<file path="src/verilog/stream_pkg.sv">
`default_nettype none

package stream_pkg;

    // converter side, one beat per sample clock group
    localparam int unsigned S_DATA_WIDTH = 128;

    // DMA side word
    localparam int unsigned M_DATA_WIDTH = 64;

    // lane layout inside a converter beat
    localparam int unsigned LANES = 8;
    localparam int unsigned LANE_WIDTH = 16;

    // unsigned sample sits in the low bits of its lane
    localparam int unsigned SAMPLE_WIDTH = 12;

    // output words per input beat
    localparam int unsigned WORDS_PER_BEAT = S_DATA_WIDTH / M_DATA_WIDTH;
    localparam int unsigned WORD_IDX_WIDTH = $clog2(WORDS_PER_BEAT);

endpackage

`default_nettype wire

</file>
<file path="src/verilog/capture_pkg.sv">
`default_nettype none

package capture_pkg;

    // capture limits
    localparam int unsigned PRE_MAX = 16;
    localparam int unsigned POST_MAX = 64;
    localparam int unsigned FIFO_DEPTH = 128;

    // history holds PRE_MAX beats plus the trigger beat
    localparam int unsigned HIST_DEPTH = PRE_MAX + 1;

    localparam int unsigned TS_WIDTH = 32;
    localparam int unsigned FRAME_NO_WIDTH = 16;
    localparam int unsigned DROP_WIDTH = 16;
    localparam int unsigned PRE_LEN_WIDTH = 5;
    localparam int unsigned POST_LEN_WIDTH = 7;
    localparam int unsigned FRAME_LEN_WIDTH = 7;
    localparam int unsigned FREE_WIDTH = $clog2(FIFO_DEPTH + 1);

    // register map
    localparam logic [1:0] REG_THRESHOLD = 2'd0;
    localparam logic [1:0] REG_PRE_LEN = 2'd1;
    localparam logic [1:0] REG_POST_LEN = 2'd2;

    localparam logic [stream_pkg::SAMPLE_WIDTH-1:0] THRESHOLD_RST = 12'd2048;
    localparam logic [PRE_LEN_WIDTH-1:0] PRE_LEN_RST = 5'd4;
    localparam logic [POST_LEN_WIDTH-1:0] POST_LEN_RST = 7'd8;

    // header beat fields
    localparam logic [15:0] HDR_MAGIC = 16'hA5C0;
    localparam int unsigned HDR_TS_LSB = 0;
    localparam int unsigned HDR_FN_LSB = 32;
    localparam int unsigned HDR_MAGIC_LSB = 112;

    typedef struct packed {
        logic [stream_pkg::S_DATA_WIDTH-1:0] data;
        logic last;
    } frame_beat_t;

    function automatic logic [stream_pkg::S_DATA_WIDTH-1:0] build_header(
        input logic [TS_WIDTH-1:0] ts,
        input logic [FRAME_NO_WIDTH-1:0] frame_no
    );
        logic [stream_pkg::S_DATA_WIDTH-1:0] hdr;
        hdr = '0;
        hdr[HDR_TS_LSB +: TS_WIDTH] = ts;
        hdr[HDR_FN_LSB +: FRAME_NO_WIDTH] = frame_no;
        hdr[HDR_MAGIC_LSB +: 16] = HDR_MAGIC;
        return hdr;
    endfunction

endpackage

`default_nettype wire

</file>
<file path="src/verilog/capture_regs.sv">
`default_nettype none

module capture_regs (
    input wire AXIS_ACLK,
    input wire AXIS_ARESETN,
    input wire cfg_wr,
    input wire [1:0] cfg_addr,
    input wire [15:0] cfg_wdata,
    output logic [stream_pkg::SAMPLE_WIDTH-1:0] threshold,
    output logic [capture_pkg::PRE_LEN_WIDTH-1:0] pre_len,
    output logic [capture_pkg::POST_LEN_WIDTH-1:0] post_len
);
    import stream_pkg::*;
    import capture_pkg::*;

    always_ff @(posedge AXIS_ACLK)
    begin
        if (!AXIS_ARESETN)
        begin
            threshold <= THRESHOLD_RST;
            pre_len <= PRE_LEN_RST;
            post_len <= POST_LEN_RST;
        end
        else if (cfg_wr)
        begin
            case (cfg_addr)
                REG_THRESHOLD:
                    threshold <= cfg_wdata[SAMPLE_WIDTH-1:0];
                // history deeper than PRE_MAX is not kept
                REG_PRE_LEN:
                    if (cfg_wdata > 16'(PRE_MAX))
                        pre_len <= PRE_LEN_WIDTH'(PRE_MAX);
                    else
                        pre_len <= cfg_wdata[PRE_LEN_WIDTH-1:0];
                // post section carries at least the trigger beat
                REG_POST_LEN:
                    if (cfg_wdata == 16'd0)
                        post_len <= POST_LEN_WIDTH'(1);
                    else if (cfg_wdata > 16'(POST_MAX))
                        post_len <= POST_LEN_WIDTH'(POST_MAX);
                    else
                        post_len <= cfg_wdata[POST_LEN_WIDTH-1:0];
                default: ;
            endcase
        end
    end

endmodule

`default_nettype wire

</file>
<file path="config.mk">
export PLATFORM = sky130hd
export DESIGN_NAME = capture_regs
export DESIGN_NICKNAME = d
export VERILOG_FILES = /design/src/verilog/stream_pkg.sv /design/src/verilog/capture_pkg.sv /design/src/verilog/capture_regs.sv
export SDC_FILE = /design/constraint.sdc
export NUM_CORES = 1
export LEC_CHECK = 0
export ABC_CLOCK_PERIOD_IN_PS = 4600
export BUFFER_PORTS_ARGS = -buffer_cell sky130_fd_sc_hd__buf_2
export CAP_MARGIN = 20
export CORE_MARGIN = 2
export CORE_UTILIZATION = 45
export CTS_CLUSTER_SIZE = 10
export DETAILED_ROUTE_END_ITERATION = 8
export GPL_TIMING_DRIVEN = 1
export PLACE_DENSITY_LB_ADDON = 0.1
export SETUP_SLACK_MARGIN = 0.2
export SYNTH_ARGS = -nofsm -noshare
export SYNTH_HDL_FRONTEND = slang
export SYNTH_SLANG_ARGS = --single-unit
</file>
<file path="constraint.sdc">
create_clock -name AXIS_ACLK -period 4.6 [get_ports AXIS_ACLK]
set_input_delay 0.92 -clock AXIS_ACLK [delete_from_list [all_inputs] [get_ports AXIS_ACLK]]
set_output_delay 0.92 -clock AXIS_ACLK [all_outputs]
set_load 0.05 [all_outputs]
</file>
Word-level counts from Yosys, hierarchy flattened
Index checks and enable logic that the tools add are counted.

Logic and storage cells: 15. Output and inout bits: 24. Bits in registers: 24. Input port bits: 21.

Reduce and logical (&&, ||, !) cells: 5. Eq/ne operators: 2. Mux-type cells: 3. Order comparisons: 2.

Operator list (count): $gt 16x5->1 const B (1); $gt 16x7->1 const B (1); $logic_not 16->1 (1); $mux 7 (2); $reduce_and 2->1 (3); $mux 5 (1); $eq 2x1->1 const B (1); $eq 2x2->1 const B (1); $logic_not 2->1 (1).

Logic depth before layout (Yosys ltp)
Gate-level depths: netlist (run 1).

Depth after elaboration: 3. Depth in mapped cells: 4. Depth with buffers taken out: 4.

Least setup slack after synthesis (run 1)
No wires, ideal clock.

Kind: input to register. Start point: input port cfg_wdata[13]. End point: register pre_len[4] (netlist name). Setup slack: 2.284 ns. Data required time: 4.484 ns. Setup time: 0.116 ns. Arrival time: 2.200 ns. Path buffers: 0. Stages: 3. Path through: or4_1 > or4_4 > and3_1.

Cells in the longest elaborated chain, start to end: 2.

RTL lines: start, declared (line capture_regs.sv:8) `input wire [15:0] cfg_wdata,`; $gt 16x5->1 (line capture_regs.sv:31) `if (cfg_wdata > 16'(PRE_MAX))`; $mux 5 (line capture_regs.sv:31); end signal, assigned (line capture_regs.sv:32) `pre_len <= PRE_LEN_WIDTH'(PRE_MAX);`; end signal, assigned (line capture_regs.sv:34) `pre_len <= cfg_wdata[PRE_LEN_WIDTH-1:0];`; end, declared (line capture_regs.sv:10) `output logic [capture_pkg::PRE_LEN_WIDTH-1:0] pre_len,`.

No other way between the ends. A chain may end at the register's enable or synchronous reset.

Worst setup path after layout (run 1)
Ends and elaborated chain as after synthesis.

==> impl_results.md, run 1 <==
* P&R area growth vs syn at 27.6%
* Routed wire length at around 2100 um
* Clock Skew at 0 ps
* Final Instance Count excl. Fillers at around 180
* Final Cycle Share at between 40% and 50%
* Maxcap violations at 0
* Final ANT Viol Nets at 0
* Cell area after synthesis at 961 sq um
* Asr flop ratio synth at 0%
* Unrepaired setup endpoints after global routing: no
* Worst skew pair latency at ~300 ps
* Core Box Area at ~2000 sq um
* Die Ht at 50.2 um
* Via count at ~870
* GPL Wtd Cong at ~0.74
* Initial core utilization at between 40% and 50%
* Synth area leaders: dfxtp_1, nand2_1, a21boi_0
* Outcome: finished, final reports clean
* Sequential area share after synthesis at 50.0%
* IO Pins at 45
* Top cells by count, synth: nand2_1, dfxtp_1, a21boi_0
* Post-CTS Hold Buffers at 0
* Netlist cell types at 24
* Fraction of layout cells with a size suffix above 1 at a little over a third
* Avg Vias per Cell at slightly below 5
* Post_cts resized at 0
* Gr usage total at approximately 18%
* Pwr Total at between 0.3 and 0.4 mW
* Final Cell Area at between 1000 and 1500 sq um
* Die X at between 50 and 60 um
* Worst EP required at approximately 4800 ps
* Slew Limit Headroom at 70.3%
* Initial antenna violation count at 0
* Synth top area share at roughly half
* Grt ovf at 0
* Placed inst area at around 1200 sq um
* Synthesis Warnings at 0
* Dpl hpwl at about 1600 um
* Top-count cell post-synth: nand2_1
* Net count after synthesis at between 100 and 150
* CP Launch Type: primary input
* Die area at 2520 sq um
* Root buffer cell: clkbuf_4
* First-pass GRT wire length at about 3600 um
* Row Count at 16
* Hold Crit Class: flip-flop to flip-flop
* Wire length per cell at 11.8 um
* CTS buffer count at 3
* Dpl cells at between 150 and 200
* Longest Clk Path Bufs at 2
* Vias in the first global route at between 800 and 900
* PortBufs at 44
* FF-to-FF path depth at 2
* Count of flip-flops with a built-in enable after synthesis at 0
* Ys flop type: dfxtp_1
* Syn avg cell area at about 9.0 sq um
* Slew Limit Fails at 0
* Final Hold Fails at 0
* H-tree levels at 1
* Drc violations at 0
* Setup_tns at 0 ps
* CTS tree: built
* DRT iter0 DRCs at 7
* Actual slew at the worst max-slew pin at between 400 and 500 ps
* Clock Sinks at 24
* Hold path depth at 2
* Post-synth top area cell: dfxtp_1
* Final Util at between 60% and 70%
* Largest net degree at the start of global routing at 28
* WP data arrival at roughly 2300 ps
* CP max FO at 5
* Leakage at between 0.5 and 0.6 nW
* Setup bufs post-CTS at 0
* Pwr dens at between 200 and 300 nW/um^2
* N_diodes at 0
* Net count, final at 173
* Final setup viols at 0
* Drt pass-1 iters at 3
* Cell count after synthesis at 107
* Peak VDD IR at between 150 and 200 uV
* Fmax achieved at ~0.47 GHz
* Register bit count reported by yosys at 24
* Minimum clock period at ~2100 ps
* WS Path Type: primary input to flip-flop
* Clk slew on worst S/H paths at 120 ps
* Crit. End Element: flip-flop
-- through the flow --
stage | setup WS, ps | hold WS (ps)
3_3_place_gp | 2160 | 441
4_1_cts | 2450 | 472
3_5_place_dp | 2130 | 455
2_1_floorplan | 2280 | 676
5_1_grt | 2390 | 498
6_report | 2460 | 468
-- placed cells by master, fill, tap and decap left out, types with 2 or more instances in the layout --
cell	Yosys	routed
nand2_1	30	30
dfxtp_1	24	24
nor2_1	2	2
inv_1	2	2
nor2b_1	4	4
o21ai_1	4	4
buf_2	0	44
or4_1	3	3
a22oi_1	5	5
a21boi_0	11	11
clkbuf_4	0	3
nand3_1	4	4
-- final timing paths --
path         slack, ps          start            to
max reg2reg       3870     pre_len[4]    pre_len[4]
min                470   threshold[3]  threshold[3]
min reg2reg        470   threshold[3]  threshold[3]
max               2460  cfg_wdata[13]    pre_len[4]
-- layout make-up --
type                    instances  area, sq um
clock buffers                   3         22.5
fillers                       188          756
inverters                       2         7.51
multi-input cells              76          454
flip-flops and latches         24          480
well taps                      27         33.8
repair buffers                 45          228
-- cells by family (layout without fill, tap and decap cells) --
| family | count (synthesis) | after routing | share of synthesized area (%) |
|---|---|---|---|
| simple gates | 53 | 53 | 30.1 |
| compound gates | 23 | 23 | 17.2 |
| buf+inv | 7 | 50 | 2.73 |
| flops | 24 | 24 | 50.0 |
-- worst max-delay path: stages --
cell and delay [ps]:
buf_2 90, or4_1 590, or4_4 550, and3_1 190
-- sequential cells by signal (all words and copies together) (netlist names) --
signal     flops
post_len       7
threshold     12
pre_len        5
-- per-layer routing --
| layer | global-route usage, % | share of wire [%] | wire [um] |
|---|---|---|---|
| met1 | 22.4 | 46 | 959 |
| met2 | 32.5 | 49 | 1010 |
| met3 | 3.27 | 5.3 | 111 |
| met4 | 5.56 | 0 | 0 |
| met5 | 0 | 0 | 0 |
-- power breakdown --
group	internal, mW	switching (mW)
clock	0.0305	0.0570
combinational	0.0181	0.0386
sequential	0.213	0.00244
Power figures use the tool's default switching activity.
==> run 2: changes to the inputs <==
--- a/config.mk
+++ b/config.mk
@@ -5,11 +5,11 @@
 export SDC_FILE = /design/constraint.sdc
 export NUM_CORES = 1
 export LEC_CHECK = 0
-export ABC_CLOCK_PERIOD_IN_PS = 4600
+export ABC_CLOCK_PERIOD_IN_PS = 1800
 export BUFFER_PORTS_ARGS = -buffer_cell sky130_fd_sc_hd__buf_2
 export CAP_MARGIN = 20
 export CORE_MARGIN = 2
-export CORE_UTILIZATION = 45
+export CORE_UTILIZATION = 40
 export CTS_CLUSTER_SIZE = 10
 export DETAILED_ROUTE_END_ITERATION = 8
 export GPL_TIMING_DRIVEN = 1
==> constraint.sdc (replaced) <==
create_clock -name AXIS_ACLK -period 1.8 [get_ports AXIS_ACLK]
set_input_delay 0.36 -clock AXIS_ACLK [delete_from_list [all_inputs] [get_ports AXIS_ACLK]]
set_output_delay 0.36 -clock AXIS_ACLK [all_outputs]
set_load 0.05 [all_outputs]
==> run 2 against run 1 <==
Against the previous run: power increased to 2.8 times the previous value; via count up 7.7%; hold slack lost 210 ps; critical path type unchanged; clock skew did not move; highest routed layer is now met4.
==> impl_results.md, run 2 (synthesized netlist as in run 1, its figures left out) <==
* Outcome: finished, final reports clean
* CP startpoint: cfg_wdata[10]
* FF-to-FF path depth at 2 (unchanged)
* Clock Skew at 0 ps (unchanged)
* Maxcap violations at 0 (unchanged)
* Fraction of layout cells with a size suffix above 1 at 39.5% (+3.5 points)
* Most common cell after layout, fill and taps aside: buf_2
* Slew Limit Fails at 0 (unchanged)
* N_diodes at 0 (unchanged)
* Final WS setup at 298 ps (-2160 ps)
* Crit. End Element: flip-flop
* Final Util at 57.8% (-4.1 points)
* Core Box Area at 2230 sq um (+13%)
* Pwr dens at 767 nW/um^2 (+160%)
* Routed wire length at 2240 um (+7.3%)
* Initial core utilization at 43.0% (-5.5 points)
* Minimum clock period at 1500 ps
* CTS tree: built
* Die area at 2810 sq um (+11%)
* Most flop-heavy register: threshold
* WP data arrival at 1730 ps (-610 ps)
* Dpl cells at 181 (+4.0%)
* CP max FO at 5 (unchanged)
* Worst r2r src: pre_len[4]
* Final Cell Area at 1290 sq um (+5.2%)
* Largest registers: threshold: 12 flops, post_len: 7 flops, pre_len: 5 flops
* Avg Vias per Cell at 5.06 (+3.1%)
* Dpl ws at -48.2 ps (-2180 ps)
* Fillers at 227 (+21%)
* Final ANT Viol Nets at 0 (unchanged)
* Row Count at 17 (+1)
* WS Path Type: primary input to flip-flop
* Clock Sinks at 24 (unchanged)
* Largest register FFs at 12 (unchanged)
* H-tree levels at 1 (unchanged)
* Placed inst area at 1250 sq um (+4.2%)
* Slew Limit Headroom at 72.6% (+2.3 points)
* Vias in the first global route at 933 (+9.6%)
* Largest net degree at the start of global routing at 28 (unchanged)
* Worst skew pair latency at 310 ps (about the same)
* Root buffer cell: clkbuf_4
* CP Launch Type: primary input
* CTS buffer count at 3 (unchanged)
* Drc violations at 0 (unchanged)
* Final setup viols at 0 (unchanged)
* First-pass GRT wire length at 3960 um (+10%)
* Setup bufs post-CTS at 0 (unchanged)
* Final Cycle Share at 83.4%
* DRT iter0 DRCs at 12 (+5)
* Wire length per cell at 12.1 um (+2.7%)
* P&R area growth vs syn at 34.2%
* Final Instance Count excl. Fillers at 185 (+4.5%)
* Most frequent cells in the layout: buf_2, nand2_1, dfxtp_1
* Worst EP required at 2030 ps (-2780 ps)
* Post-CTS Hold Buffers at 0 (unchanged)
* Hold Crit Class: primary input to flip-flop
* Dpl hpwl at 1680 um (+6.1%)
* Die Ht at 53.0 um (+5.6%)
* Via count at 936 (+7.7%)
* RR Endpoint: pre_len[4]
* Gr usage total at 19.4% (+1.1 points)
* Leakage at 0.607 nW (+6.7%)
* Min-Delay Startpoint: cfg_wdata[11]
* Drt pass-1 iters at 4 (+1)
* Clk slew on worst S/H paths at 130 ps (about the same)
* Unrepaired setup endpoints after global routing: no
* Peak VDD IR at 454 uV (+140%)
* Hold path depth at 3 (+1)
* Net count, final at 179 (+3.5%)
* Fmax achieved at approximately 0.67 GHz
* Initial antenna violation count at 0 (unchanged)
* IO Pins at 45 (unchanged)
* Final Hold Fails at 0 (unchanged)
* Hold EP: threshold[11]
* Post_cts resized at 0 (unchanged)
* GPL Wtd Cong at 0.795 (+7.8%)
* Die X at 53.0 um (+5.6%)
* Grt ovf at 0 (unchanged)
* Reg2reg setup slack at 1090 ps (-2780 ps)
* Longest Clk Path Bufs at 2 (unchanged)
* Actual slew at the worst max-slew pin at 411 ps (-31.0 ps)
* PortBufs at 44 (unchanged)
run 2: changes by cell type in the layout (fill, tap and decap cells not counted):
| cell | previous run | this run |
|---|---|---|
| buf_4 | 1 | 7 |
| clkbuf_8 | 0 | 1 |
| or4_1 | 3 | 2 |
| or4_4 | 1 | 2 |
run 2: area by class of cell:
| cell class | instances | area [sq um] | share of cell area (%) |
|---|---|---|---|
| clock buffers | 4 | 36.3 | 2.81 |
| inverters | 2 | 7.51 | 0.582 |
| multi-input cells | 76 | 458 | 35.5 |
| flip-flops and latches | 24 | 480 | 37.2 |
| well taps | 28 | 35.0 | 2.72 |
| repair buffers | 51 | 273 | 21.1 |
run 2: worst max path at each step:
stage	endpoint	slack [ps]
6_report	pre_len[4]	300
3_5_place_dp	pre_len[4]	-50
4_1_cts	pre_len[4]	310
5_1_grt	pre_len[4]	260
2_1_floorplan	pre_len[4]	100
3_3_place_gp	pre_len[4]	-30
run 2: per-stage QoR:
step / power, mW / hold slack, ps / TNS (ps)
4_1_cts: 1.00 / 249 / 0
3_5_place_dp: 0.716 / 454 / -48.2
5_1_grt: 1.03 / 264 / 0
6_report: 0.990 / 263 / 0
3_3_place_gp: 0.714 / 441 / -28.0
2_1_floorplan: 0.657 / 484 / 0
run 2: worst max-delay path, cell delays in order:
cell    delay, ps
buf_2         100
or4_1         600
or4_4         480
and3_1        180
run 2: report_power, final:
group          total (mW)  switching, mW  internal, mW  leakage [nW]
Sequential          0.552        0.00633         0.545         0.195
Combinational       0.152          0.100        0.0516         0.391
Clock               0.287          0.163         0.124        0.0210
run 2: metal layers:
metal	wire length [um]	GRT usage (%)	up-vias
met5	0	0	-
met2	1070	36.0	30
met4	16	8.97	0
met1	1030	21.5	434
met3	125	2.54	2
li1	-	-	470
==> run 3: changes to the inputs <==
--- a/config.mk
+++ b/config.mk
@@ -5,11 +5,11 @@
 export SDC_FILE = /design/constraint.sdc
 export NUM_CORES = 1
 export LEC_CHECK = 0
-export ABC_CLOCK_PERIOD_IN_PS = 1800
+export ABC_CLOCK_PERIOD_IN_PS = 1440
 export BUFFER_PORTS_ARGS = -buffer_cell sky130_fd_sc_hd__buf_2
 export CAP_MARGIN = 20
 export CORE_MARGIN = 2
-export CORE_UTILIZATION = 40
+export CORE_UTILIZATION = 44
 export CTS_CLUSTER_SIZE = 10
 export DETAILED_ROUTE_END_ITERATION = 8
 export GPL_TIMING_DRIVEN = 1
==> constraint.sdc (replaced) <==
create_clock -name AXIS_ACLK -period 1.44 [get_ports AXIS_ACLK]
set_input_delay 0.288 -clock AXIS_ACLK [delete_from_list [all_inputs] [get_ports AXIS_ACLK]]
set_output_delay 0.288 -clock AXIS_ACLK [all_outputs]
set_load 0.05 [all_outputs]
==> run 3 against run 2 <==
Against the previous run: count of clock-buffer cells in the layout unchanged; sequential share of layout area is 3.5 points lower; register-to-register slack lost 370 ps; sequential power up 25%; hold slack got worse by 74 ps; worst setup slack worse by 260 ps; clock skew did not move; global-route usage is 0.29 points lower; critical endpoint unchanged; highest routed layer unchanged.
==> impl_results.md, run 3 (synthesized netlist as in run 1, its figures left out) <==
* Net count, final at 183 (+2.2%)
* Largest register FFs at 12 (unchanged)
* H-tree levels at 1 (unchanged)
* N_diodes at 0 (unchanged)
* Initial core utilization at 48.0% (+5.0 points)
* Largest net degree at the start of global routing at 28 (unchanged)
* Hold Crit Class: primary input to flip-flop
* CTS buffer count at 3 (unchanged)
* Clk slew on worst S/H paths at 130 ps (about the same)
* P_sw at 0.341 mW (+27%)
* Most flop-heavy register: threshold
* Post-CTS Hold Buffers at 0 (unchanged)
* Wire length per cell at 12.4 um (+2.4%)
* Most frequent cells in the layout: nand2_1, dfxtp_1, buf_2
* Leakage at 0.632 nW (+4.2%)
* Final Hold Fails at 0 (unchanged)
* Final setup viols at 0 (unchanged)
* Grt ovf at 0 (unchanged)
* Sw Share at 27.0% (-0.20 points)
* Clock power share at 28.2% (-0.8 points)
* Die X at 50.7 um (-4.3%)
* Row Count at 16 (-1)
* Setup_tns at 0 ps (unchanged)
* Initial antenna violation count at 0 (unchanged)
* CP Launch Type: primary input
* Die area at 2570 sq um (-8.4%)
* Final WS setup at 35.4 ps (-263 ps)
* Clock Sinks at 24 (unchanged)
* PortBufs at 44 (unchanged)
* Final Cell Area at 1420 sq um (+10%)
* WHS at 189 ps (-73.8 ps)
* Slew Limit Fails at 0 (unchanged)
* Fmax achieved at a little over 0.7 GHz
* Sequential share of power at 54.7% (-1.0 points)
* Worst skew pair latency at 310 ps (about the same)
* Logic gate share of total power at 17.1% (+1.8 points)
* Placed inst area at 1290 sq um (+2.6%)
* CTS tree: built
* Unrepaired setup endpoints after global routing: yes
* Routed wire length at 2330 um (+4.0%)
* Pwr dens at 888 nW/um^2 (+16%)
* WP data arrival at 1630 ps (-100 ps)
* Die Ht at 50.7 um (-4.3%)
* CP max FO at 5 (unchanged)
* DRT iter0 DRCs at 18 (+6)
* WS Path Type: primary input to flip-flop
* First-pass GRT wire length at 3720 um (-6.1%)
* Cell-internal power at 0.922 mW (+28%)
* Actual slew at the worst max-slew pin at 387 ps (-24.1 ps)
* Minimum clock period at 1400 ps
* Peak VDD IR at 749 uV (+65%)
* Final ANT Viol Nets at 0 (unchanged)
* Avg Vias per Cell at 5.07 (+0.30%)
* Core Box Area at 2000 sq um (-10%)
* GPL Wtd Cong at 0.810 (+1.9%)
* Clock Skew at 0 ps (unchanged)
* Setup bufs post-CTS at 0 (unchanged)
* Maxcap violations at 0 (unchanged)
* Slew Limit Headroom at 74.2% (+1.6 points)
* Vias in the first global route at 845 (-9.4%)
* Longest Clk Path Bufs at 2 (unchanged)
* Root buffer cell: clkbuf_4
* Most common cell after layout, fill and taps aside: nand2_1
* Fraction of layout cells with a size suffix above 1 at 44.1% (+4.6 points)
* Crit. End Element: flip-flop
* Dpl hpwl at 1760 um (+5.0%)
* Largest registers: threshold: 12 flops, post_len: 7 flops, pre_len: 5 flops
* Gr usage total at 19.1% (-0.29 points)
* Drc violations at 0 (unchanged)
* Dpl ws at -308 ps (-260 ps)
* P&R area growth vs syn at 48.0%
* Final Cycle Share at a little over nine tenths
* Drt pass-1 iters at 4 (unchanged)
* Worst EP required at 1660 ps (-370 ps)
* IO Pins at 45 (unchanged)
* Via count at 954 (+1.9%)
* Outcome: finished, final reports clean
run 3: cell count changes in the layout (fill, tap and decap cells not counted), sizes merged:
| cell | before | now |
|---|---|---|
| buf | 51 | 41 |
| clkbuf | 4 | 18 |
run 3: final cells by class:
| class | instances | area [sq um] |
|---|---|---|
| multi-input cells | 76 | 480 |
| well taps | 27 | 33.8 |
| inverters | 2 | 7.51 |
| fillers | 188 | 579 |
| flip-flops and latches | 24 | 480 |
| repair buffers | 55 | 384 |
| clock buffers | 4 | 36.3 |
run 3: power groups by stage:
| stage | Combinational [mW] | Sequential (mW) | Clock, mW |
|---|---|---|---|
| 3_3_place_gp | 0.199 | 0.704 | 0 |
| 3_5_place_dp | 0.201 | 0.704 | 0 |
| 2_1_floorplan | 0.0568 | 0.765 | 0 |
| 5_1_grt | 0.231 | 0.693 | 0.392 |
| 4_1_cts | 0.208 | 0.690 | 0.365 |
| 6_report | 0.216 | 0.691 | 0.357 |
run 3: path summary, 6_finish.rpt:
check / slack, ps / from / to / cells after the start
worst max register to register: 720 / pre_len[4] / pre_len[4] / 2
worst max-delay path: 40 / cfg_wdata[14] / pre_len[4] / 4
worst min register to register: 470 / post_len[0] / post_len[0] / 2
worst min-delay path: 190 / cfg_wdata[11] / threshold[11] / 3
run 3: critical path, stage by stage:
cell and delay, ps:
buf_6 90, or4_4 530, or4_4 530, and3_1 190
run 3: stage by stage:
| stage | total power [mW] | utilization, % | cells |
|---|---|---|---|
| floorplan | 0.822 | - | 107 |
| global route | 1.32 | 71.1 | 188 |
| detailed placement | 0.906 | 64.3 | 184 |
| finish | 1.26 | 71.1 | 188 |
| CTS | 1.26 | 67.2 | 188 |
| global placement | 0.902 | 64.3 | 184 |
run 3: repair_timing:
action                                  4_1_cts  5_1_grt
pin swaps                                     2        3
endpoints found under the setup margin       16       30
resized for setup                             6       29
run 3: per-layer routing:
| layer | global-route usage [%] | share of wire [%] | vias to the layer above |
|---|---|---|---|
| met3 | 2.98 | 5.8 | 2 |
| met5 | 0 | 0 | - |
| met1 | 23.7 | 43 | 445 |
| met2 | 33.3 | 51 | 33 |
| met4 | 6.76 | 0.65 | 0 |
| li1 | - | - | 474 |
